## config.mk

```make
export PLATFORM = sky130hd
export DESIGN_NAME = mems_scan_top
export DESIGN_NICKNAME = d
export VERILOG_FILES = /design/src/mems_dac_pkg.sv /design/src/mems_scan_pkg.sv /design/src/mems_control.sv /design/src/mems_rom.sv /design/src/mems_scan_top.sv /design/src/mems_spi_master.sv
export SDC_FILE = /design/constraint.sdc
export NUM_CORES = 1
export LEC_CHECK = 0
export BUFFER_PORTS_ARGS = -buffer_cell sky130_fd_sc_hd__buf_2
export CORE_ASPECT_RATIO = 0.6
export CORE_MARGIN = 5
export CORE_UTILIZATION = 65
export CTS_BUF_LIST = sky130_fd_sc_hd__clkbuf_16
export DETAILED_ROUTE_END_ITERATION = 12
export PLACE_DENSITY = 0.81
export RECOVER_POWER = 25
export SLEW_MARGIN = 20
export SYNTH_ARGS = -nofsm -noshare
export SYNTH_HDL_FRONTEND = slang
export SYNTH_HIERARCHICAL = 1
export SYNTH_SLANG_ARGS = --single-unit
```

## constraint.sdc

```tcl
create_clock -name clk -period 6.6 [get_ports clk]
set_input_delay 1.32 -clock clk [delete_from_list [all_inputs] [get_ports clk]]
set_output_delay 1.32 -clock clk [all_outputs]
set_load 0.005 [all_outputs]
```

## src/mems_dac_pkg.sv

```systemverilog
package mems_dac_pkg;

  localparam int dac_word_w = 24;  // bits per SPI frame

  // sequencer opcodes, one per DAC command word
  typedef enum logic [2:0] {
    op_soft_reset,
    op_ldac_setup,
    op_ref_enable,
    op_write_a,
    op_write_b,
    op_write_c,
    op_write_d
  } dac_op_t;

  // 3-bit DAC command field
  localparam logic [2:0] cmd_write_update = 3'b011;  // write and update channel n
  localparam logic [2:0] cmd_soft_reset   = 3'b101;
  localparam logic [2:0] cmd_ldac_setup   = 3'b110;
  localparam logic [2:0] cmd_ref_setup    = 3'b111;

  // 3-bit channel address field
  localparam logic [2:0] addr_a    = 3'd0;
  localparam logic [2:0] addr_b    = 3'd1;
  localparam logic [2:0] addr_c    = 3'd2;
  localparam logic [2:0] addr_d    = 3'd3;
  localparam logic [2:0] addr_none = 3'd0;  // set-up commands ignore it

  localparam logic [15:0] data_reset  = 16'h0001;
  localparam logic [15:0] data_ldac   = 16'h000F;  // all channels transparent
  localparam logic [15:0] data_ref_on = 16'h0001;

  // two don't care bits, command, address, data
  function automatic logic [dac_word_w-1:0] dac_word(input logic [2:0]  cmd,
                                                     input logic [2:0]  addr,
                                                     input logic [15:0] data);
    return {2'b00, cmd, addr, data};
  endfunction

endpackage

```

## src/mems_scan_pkg.sv

```systemverilog
package mems_scan_pkg;

  // 8-bit channel code, upper byte of the DAC data
  typedef logic [7:0] scan_code_t;

  // start-up sequence, then the endless channel loop
  typedef enum logic [1:0] {
    st_soft_reset,
    st_ldac,
    st_ref,
    st_scan
  } scan_state_t;

  // default mirror swing
  localparam scan_code_t up_limit_def   = 8'd154;
  localparam scan_code_t down_limit_def = 8'd34;

  // slow axis advance per line
  localparam scan_code_t c_step_def = 8'd2;

  // keeps the slow axis from running past its range in one step
  function automatic bit step_fits(input scan_code_t up, input scan_code_t step);
    return (int'(up) + int'(step)) < 256;
  endfunction

endpackage

```

## src/mems_control.sv

```systemverilog
`timescale 1ns/100ps

module mems_control #(
  parameter mems_scan_pkg::scan_code_t UP_LIMIT     = mems_scan_pkg::up_limit_def,
  parameter mems_scan_pkg::scan_code_t DOWN_LIMIT   = mems_scan_pkg::down_limit_def,
  parameter mems_scan_pkg::scan_code_t UP_LIMIT_2   = mems_scan_pkg::up_limit_def,
  parameter mems_scan_pkg::scan_code_t DOWN_LIMIT_2 = mems_scan_pkg::down_limit_def,
  parameter mems_scan_pkg::scan_code_t C_STEP       = mems_scan_pkg::c_step_def
) (
  input  logic                  clk,
  input  logic                  mems_soft_reset,
  input  logic                  pause,
  input  logic                  busy,
  input  logic                  new_line_fifo_done,
  input  logic                  new_frame_fifo_done,
  output logic                  spi_start,
  output mems_dac_pkg::dac_op_t op,
  output logic [7:0]            code_a,
  output logic [7:0]            code_b,
  output logic [7:0]            code_c,
  output logic [7:0]            code_d,
  output logic                  new_line,
  output logic                  new_frame
);
  import mems_dac_pkg::*;
  import mems_scan_pkg::*;

  scan_state_t state;

  logic ready;      // SPI free and no start still in flight
  logic fast_wrap;
  logic slow_wrap;

  // busy needs one cycle to rise after a start
  assign ready     = !busy && !spi_start;
  assign fast_wrap = code_a > UP_LIMIT;
  assign slow_wrap = code_c > UP_LIMIT_2;

  always_ff @(posedge clk) begin
    if (mems_soft_reset) begin
      state     <= st_soft_reset;
      op        <= op_soft_reset;
      spi_start <= 1'b0;
      code_a    <= DOWN_LIMIT;
      code_b    <= UP_LIMIT;
      code_c    <= DOWN_LIMIT_2;
      code_d    <= UP_LIMIT_2;
      new_line  <= 1'b0;
      new_frame <= 1'b0;
    end else begin
      spi_start <= 1'b0;  // single-cycle strobe

      // acks from the FIFO side, a set further down overrides
      if (new_line_fifo_done) begin
        new_line <= 1'b0;
      end
      if (new_frame_fifo_done) begin
        new_frame <= 1'b0;
      end

      case (state)
        st_soft_reset: begin
          if (ready) begin
            op        <= op_soft_reset;
            spi_start <= 1'b1;
            state     <= st_ldac;
          end
        end

        st_ldac: begin
          if (ready) begin
            op        <= op_ldac_setup;
            spi_start <= 1'b1;
            state     <= st_ref;
          end
        end

        st_ref: begin
          if (ready) begin
            op        <= op_ref_enable;
            spi_start <= 1'b1;
            state     <= st_scan;
          end
        end

        st_scan: begin
          // op holds the last word sent and acts as the channel sub-state
          if (ready) begin
            case (op)
              op_write_a: begin
                op        <= op_write_b;
                spi_start <= 1'b1;
              end
              op_write_b: begin
                op        <= op_write_c;
                spi_start <= 1'b1;
              end
              op_write_c: begin
                op        <= op_write_d;
                spi_start <= 1'b1;
              end
              default: begin  // after ref enable or channel D
                if (!pause) begin
                  op        <= op_write_a;
                  spi_start <= 1'b1;
                  if (fast_wrap) begin
                    code_a <= DOWN_LIMIT;
                    code_b <= UP_LIMIT;
                    if (slow_wrap) begin  // end of frame
                      code_c    <= DOWN_LIMIT_2;
                      code_d    <= UP_LIMIT_2;
                      new_frame <= 1'b1;
                    end else begin        // next line
                      code_c   <= code_c + C_STEP;
                      code_d   <= code_d - C_STEP;
                      new_line <= 1'b1;
                    end
                  end else begin
                    code_a <= code_a + 8'd1;  // sawtooth step
                    code_b <= code_b - 8'd1;
                  end
                end
              end
            endcase
          end
        end

        default: state <= st_soft_reset;
      endcase
    end
  end

  // limits that could overflow a slow-axis step
  initial begin
    if (!step_fits(UP_LIMIT_2, C_STEP)) begin
      $error("mems_control: UP_LIMIT_2 + C_STEP exceeds 8 bits");
    end
  end

  a_start_pulse: assert property (
    @(posedge clk) disable iff (mems_soft_reset) spi_start |=> !spi_start
  ) else $error("mems_control: spi_start high two cycles in a row");

  a_start_idle: assert property (
    @(posedge clk) disable iff (mems_soft_reset) !(spi_start && busy)
  ) else $error("mems_control: spi_start while SPI busy");

endmodule

```

## src/mems_rom.sv

```systemverilog
`timescale 1ns/100ps

module mems_rom (
  input  logic                                clk,     // only samples the op check
  input  mems_dac_pkg::dac_op_t               op,
  input  logic [7:0]                          code_a,
  input  logic [7:0]                          code_b,
  input  logic [7:0]                          code_c,
  input  logic [7:0]                          code_d,
  output logic [mems_dac_pkg::dac_word_w-1:0] word
);
  import mems_dac_pkg::*;

  // command table, valid in the same cycle as the start strobe
  always_comb begin
    case (op)
      op_soft_reset: word = dac_word(cmd_soft_reset, addr_none, data_reset);
      op_ldac_setup: word = dac_word(cmd_ldac_setup, addr_none, data_ldac);
      op_ref_enable: word = dac_word(cmd_ref_setup, addr_none, data_ref_on);
      // channel code goes in the upper data byte
      op_write_a:    word = dac_word(cmd_write_update, addr_a, {code_a, 8'h00});
      op_write_b:    word = dac_word(cmd_write_update, addr_b, {code_b, 8'h00});
      op_write_c:    word = dac_word(cmd_write_update, addr_c, {code_c, 8'h00});
      op_write_d:    word = dac_word(cmd_write_update, addr_d, {code_d, 8'h00});
      default:       word = '0;
    endcase
  end

  // sequencer must never hand over the unused 3'd7 code
  a_op_legal: assert property (
    @(posedge clk) !$isunknown(op) |->
      (op inside {op_soft_reset, op_ldac_setup, op_ref_enable,
                  op_write_a, op_write_b, op_write_c, op_write_d})
  ) else $error("mems_rom: illegal opcode %0d", op);

endmodule

```

## src/mems_scan_top.sv

```systemverilog
`timescale 1ns/100ps

module mems_scan_top #(
  parameter mems_scan_pkg::scan_code_t UP_LIMIT     = mems_scan_pkg::up_limit_def,
  parameter mems_scan_pkg::scan_code_t DOWN_LIMIT   = mems_scan_pkg::down_limit_def,
  parameter mems_scan_pkg::scan_code_t UP_LIMIT_2   = mems_scan_pkg::up_limit_def,
  parameter mems_scan_pkg::scan_code_t DOWN_LIMIT_2 = mems_scan_pkg::down_limit_def,
  parameter mems_scan_pkg::scan_code_t C_STEP       = mems_scan_pkg::c_step_def,
  parameter int                        CLK_DIV      = 4
) (
  input  logic clk,
  input  logic mems_soft_reset,
  input  logic pause,
  input  logic new_line_fifo_done,
  input  logic new_frame_fifo_done,
  output logic sclk,
  output logic mosi,
  output logic sync_n,
  output logic new_line,
  output logic new_frame
);
  import mems_dac_pkg::*;

  logic                  spi_start;
  logic                  busy;
  dac_op_t               op;
  logic [7:0]            code_a;
  logic [7:0]            code_b;
  logic [7:0]            code_c;
  logic [7:0]            code_d;
  logic [dac_word_w-1:0] word;

  mems_control #(
    .UP_LIMIT     (UP_LIMIT),
    .DOWN_LIMIT   (DOWN_LIMIT),
    .UP_LIMIT_2   (UP_LIMIT_2),
    .DOWN_LIMIT_2 (DOWN_LIMIT_2),
    .C_STEP       (C_STEP)
  ) i_mems_control (
    .clk                 (clk),
    .mems_soft_reset     (mems_soft_reset),
    .pause               (pause),
    .busy                (busy),
    .new_line_fifo_done  (new_line_fifo_done),
    .new_frame_fifo_done (new_frame_fifo_done),
    .spi_start           (spi_start),
    .op                  (op),
    .code_a              (code_a),
    .code_b              (code_b),
    .code_c              (code_c),
    .code_d              (code_d),
    .new_line            (new_line),
    .new_frame           (new_frame)
  );

  mems_rom i_mems_rom (
    .clk    (clk),
    .op     (op),
    .code_a (code_a),
    .code_b (code_b),
    .code_c (code_c),
    .code_d (code_d),
    .word   (word)
  );

  mems_spi_master #(
    .CLK_DIV (CLK_DIV)
  ) i_mems_spi_master (
    .clk             (clk),
    .mems_soft_reset (mems_soft_reset),
    .start           (spi_start),
    .word            (word),
    .busy            (busy),
    .sclk            (sclk),
    .mosi            (mosi),
    .sync_n          (sync_n)
  );

endmodule

```

## src/mems_spi_master.sv

```systemverilog
`timescale 1ns/100ps

module mems_spi_master #(
  parameter int CLK_DIV = 4  // clk cycles per sclk half period
) (
  input  logic                                clk,
  input  logic                                mems_soft_reset,
  input  logic                                start,
  input  logic [mems_dac_pkg::dac_word_w-1:0] word,
  output logic                                busy,
  output logic                                sclk,
  output logic                                mosi,
  output logic                                sync_n
);
  import mems_dac_pkg::*;

  localparam int DIV_W = (CLK_DIV > 1) ? $clog2(CLK_DIV) : 1;

  logic [DIV_W-1:0]      div_cnt;
  logic [4:0]            bit_cnt;
  logic [dac_word_w-1:0] shreg;
  logic                  tick;      // end of a half period
  logic                  fall_edge;
  logic                  last_bit;

  assign tick      = (div_cnt == DIV_W'(CLK_DIV - 1));
  assign fall_edge = busy && tick && sclk;
  assign last_bit  = (bit_cnt == 5'(dac_word_w - 1));
  assign mosi      = shreg[dac_word_w-1];  // MSB first

  always_ff @(posedge clk) begin
    if (start && !busy) begin
      shreg <= word;
    end else if (fall_edge && !last_bit) begin
      shreg <= shreg << 1;  // next bit on the falling edge
    end
  end

  always_ff @(posedge clk) begin
    if (mems_soft_reset) begin
      busy    <= 1'b0;
      sclk    <= 1'b0;
      sync_n  <= 1'b1;
      div_cnt <= '0;
      bit_cnt <= '0;
    end else if (!busy) begin
      if (start) begin
        busy    <= 1'b1;
        sync_n  <= 1'b0;
        div_cnt <= '0;
        bit_cnt <= '0;
      end
    end else if (tick) begin
      div_cnt <= '0;
      sclk    <= !sclk;
      if (sclk) begin
        if (last_bit) begin  // 24th falling edge closes the frame
          busy   <= 1'b0;
          sync_n <= 1'b1;
        end else begin
          bit_cnt <= bit_cnt + 5'd1;
        end
      end
    end else begin
      div_cnt <= div_cnt + 1'b1;
    end
  end

  a_sync_busy: assert property (
    @(posedge clk) disable iff (mems_soft_reset) sync_n == !busy
  ) else $error("mems_spi_master: sync_n and busy out of step");

endmodule

```

==> summary.txt <==
WORST SETUP PATH
------------------------------------------------------------------------------------------------------
Largest driver fanout on the critical path                                                          30
Startpoint of the worst register-to-register path                                         i_mems_control/op[2]
Worst Setup Path Type                                                                           in2reg
Sort of element at the start of the critical path                                         primary input
Required time worst endpoint                                                                   6.80 ns
Worst reg2reg path depth                                                                             5
Slack of the worst reg-to-reg path                                                             3.61 ns
Setup crit end kind                                                                           register
Endpoint of the lowest-slack register-to-register path                                    i_mems_control/code_c[3]
Data arrival time at the worst-slack endpoint                                                  3.44 ns

STA
------------------------------------------------------------------------------------------------------
Final setup TNS                                                                                   0 ns
Slew headroom                                                                                  -10.22%
Timing-limited maximum frequency                                                            0.3089 GHz
Final setup skew                                                                           0.006552 ns
# setup viols final                                                                                  0
Final Hold Fails                                                                                     0
Slew Limit Fails                                                                                    32
Transition time of the tightest slew-check pin                                                1.653 ns
Period utilisation layout                                                                       49.05%
Post-layout minimum cycle time                                                                3.237 ns
Setup repair after global routing missed its margin                                                 no

SYNTH
------------------------------------------------------------------------------------------------------
Most repeated cell in the gate-level netlist after synthesis                              sky130_fd_sc_hd__dfxtp_1
Number of distinct library cells after synthesis                                                    64
Simple-Gate Fraction of Synth Area                                                              18.70%
Warnings, synthesis                                                                                  6
Multiplexer area fraction after synthesis                                                       9.889%
#FFs+latches synth                                                                                  72
Cells after Synth                                                                                  386
Synthesized area                                                                              3948 um2
Synth Flop Type                                                                           sky130_fd_sc_hd__dfxtp_1
Synthesized area divided by synthesized cell count                                           10.23 um2
List of most frequent post-synthesis cells                                                48 x sky130_fd_sc_hd__dfxtp_1, 34 x sky130_fd_sc_hd__nor2_1, 28 x sky130_fd_sc_hd__nand2_1
Area fraction in compound gates after synthesis                                                 13.47%
Adder-cell area share of the yosys netlist                                                      3.803%
Post-synthesis sequential area ratio                                                            42.60%
Largest family of logic cells by synthesized area                                         simple AND/OR/NAND/NOR gates
Number of synthesized flops with an enable pin                                                      24
Post-synth top area cell                                                                  sky130_fd_sc_hd__dfxtp_1
Share of the synthesized area in the top cell type                                              24.34%
Cells taking the most area after synthesis                                                sky130_fd_sc_hd__dfxtp_1 24%, sky130_fd_sc_hd__edfxtp_1 18%, sky130_fd_sc_hd__mux2_2 6.8%
Synthesized-area fraction occupied by xor and xnor cells                                        4.216%
Share of synthesized flip-flops with an asynchronous set or reset                                   0%

GLOBAL ROUTE
------------------------------------------------------------------------------------------------------
Number of antenna violations at the first check in global routing                                    0
Total gr overflow                                                                                    0
Met1 layer usage reported by global route                                                       31.10%
Maximum number of pins on one net before global-route repair                                        32
Total GRT Usage                                                                                 21.18%
Busiest grt layer                                                                                 met1
Global-route wire length before repair                                                        13350 um
Met3 Usage GRT                                                                                  7.013%
Via count of the first global-routing pass                                                        2712
Met2 track demand over resource in global routing                                               30.51%

CTS
------------------------------------------------------------------------------------------------------
Post-cts sizing count                                                                                0
Number of H-tree branching levels                                                                    3
Setup bufs post-CTS                                                                                  0
Clock root buffer                                                                         sky130_fd_sc_hd__clkbuf_16
Cts-stage hold buffer count                                                                          0
Clock tree from TritonCTS                                                                         done
Clock transition at the register clock pins on the worst setup and hold paths after CTS        0.06 ns
Clock sink count                                                                                    72
Number of buffers added by the clock tree synthesis step                                             9
Clk Latency, worst-skew pair                                                                   0.33 ns
Maximum buffer depth of the clock tree                                                               2

FINAL LAYOUT
------------------------------------------------------------------------------------------------------
Post-layout nets                                                                                   401
Area delta synth->final                                                                         5.610%
Antenna cell count                                                                                   0
Fraction of final layout cells sized beyond drive strength 1                                    16.45%

STATUS
------------------------------------------------------------------------------------------------------
Outcome                                                                                   complete, but fails checks
Violations in the final reports                                                           max-capacitance violations, max-slew violations

DETAILED ROUTING
------------------------------------------------------------------------------------------------------
Total number of vias                                                                              2884
Remaining antenna violation count                                                                    0
Routed wire length                                                                             8064 um
Residual DRC                                                                                         0
Routed len/inst                                                                               17.05 um
First DRT Iteration DRCs                                                                           236
Number of iterations in the first detailed-routing pass                                              5
Via density per instance                                                                         6.097

PLACEMENT
------------------------------------------------------------------------------------------------------
Routability cong.                                                                               0.8416
HPWL reported at the end of detailed placement                                                 5331 um
Input/output buffers                                                                                 9

POWER AND IR DROP
------------------------------------------------------------------------------------------------------
Peak supply drop                                                                             0.1996 mV
Pwr Total                                                                                      1163 uW
Static leakage                                                                             0.001455 uW
Total power per unit cell area                                                            278.9 nW/um2

FLOORPLAN
------------------------------------------------------------------------------------------------------
Boundary pin count                                                                                  10
Starting density of the core                                                                    65.78%
Area of the die                                                                               7783 um2
Die X-Extent                                                                                  110.6 um
Standard cell core area                                                                       6001 um2
Placement row count                                                                                 22
Vertical extent of the die                                                                    70.37 um

WORST HOLD PATH
------------------------------------------------------------------------------------------------------
Number of cells on the worst hold path                                                               2
Class of the tightest hold or removal check                                                    reg2reg
Start point of the worst min-delay path                                                   i_mems_control/new_line
End point of the worst hold path                                                          i_mems_control/new_line

JOB
------------------------------------------------------------------------------------------------------
Count of max-cap constraint violations                                                               1

-- critical path: stages --
cell and delay [ns]:
sky130_fd_sc_hd__clkbuf_1 0.95, sky130_fd_sc_hd__clkinv_1 0.58, sky130_fd_sc_hd__nand2_1 0.47, sky130_fd_sc_hd__nor2_1 0.11
-- through the flow --
stage          instance area, um2  utilization, %  hold slack [ns]  instances  worst slack [ns]
6_report                     4169           69.47           0.4917        473             3.363
5_1_grt                      4169           69.47           0.5147        473             3.116
4_1_cts                      4174           69.56           0.4988        473             3.477
3_5_place_dp                 3918           65.28           0.4850        457             3.125
3_3_place_gp                 3910           65.16           0.4581        457             3.238
2_1_floorplan                3974               -           0.4592        393             3.549
-- logic make-up after synthesis --
logic type,after synthesis
AO/OA/AOI/OAI,66
XOR/XNOR,19
adder cells (fa/ha/maj),12
buffers and inverters,44
flip-flops,72
multiplexers,36
other,2
AND/OR/NAND/NOR,135
-- power by group --
| group | total, uW | switching [uW] | leakage [uW] | internal (uW) |
|---|---|---|---|---|
| Clock | 425 | 177 | 0.000139 | 247 |
| Sequential | 541 | 35.2 | 0.000614 | 506 |
| Combinational | 197 | 114 | 0.000701 | 83.1 |
| Total | 1160 | 326 | 0.00145 | 836 |
-- state kept, by name (all words and copies together), names as in the netlist --
name / flops
i_mems_control/code_b: 8
i_mems_spi_master/sync_n: 1
i_mems_control/code_c: 7
i_mems_spi_master/sclk: 1
i_mems_spi_master/shreg: 24
i_mems_control/new_frame: 1
i_mems_control/op: 3
i_mems_control/code_d: 7
i_mems_control/state: 2
i_mems_spi_master/div_cnt: 2
i_mems_control/spi_start: 1
i_mems_spi_master/bit_cnt: 5
i_mems_control/new_line: 1
i_mems_control/code_a: 8
i_mems_spi_master/busy: 1
-- worst max-delay path by stage --
stage                                       startpoint                          to  slack, ns  cells past startpoint
after CTS                                        pause    i_mems_control/code_c[3]       3.48                      6
after detailed placement                         pause    i_mems_control/code_c[3]       3.12                      6
after global routing                   mems_soft_reset    i_mems_control/code_b[6]       3.12                      4
after global placement                           pause    i_mems_control/code_c[3]       3.24                      6
final                                  mems_soft_reset    i_mems_control/code_b[6]       3.36                      4
after floorplan           i_mems_spi_master/bit_cnt[0]  i_mems_spi_master/shreg[0]       3.55                      4
-- final cells by class --
cell class                      instances  area (um2)
Multi-Input combinational cell        277        2022
Sequential cell                        72        1682
Inverter                               13       48.80
Fill cell                             495        1832
Timing Repair Buffer                   11       55.05
Tap cell                               84       105.1
Clock buffer                            9       225.2
Clock inverter                          7       31.28
-- layout by cell type (no fill, tap or decap), drive strengths merged, types with 3 or more instances in the layout --
cell type and n:
or3 4, xor2 8, o221ai 8, o21ai 8, nor3 8, a31oi 5
nand4b 9, edfxtp 24, inv 14, o211ai 6, and3 5, nand2 28
nand3 12, nand2b 6, clkbuf 11, nor4 3, nor3b 4, mux2 24
a21oi 17, nor2 34, ha 12, buf 9, dfxtp 48, mux2i 12
conb 9, nand4 4, o21a 3, clkinv 6, and2 3, a2111oi 3
xnor2 11, a211oi 4
-- routing by layer --
layer / vias up / share of wire [%]
met5: - / 0
met4: 0 / 0.45
met3: 7 / 7.2
met2: 112 / 43
met1: 1380 / 50
li1: 1385 / -
(Power assumes the default switching activity.)
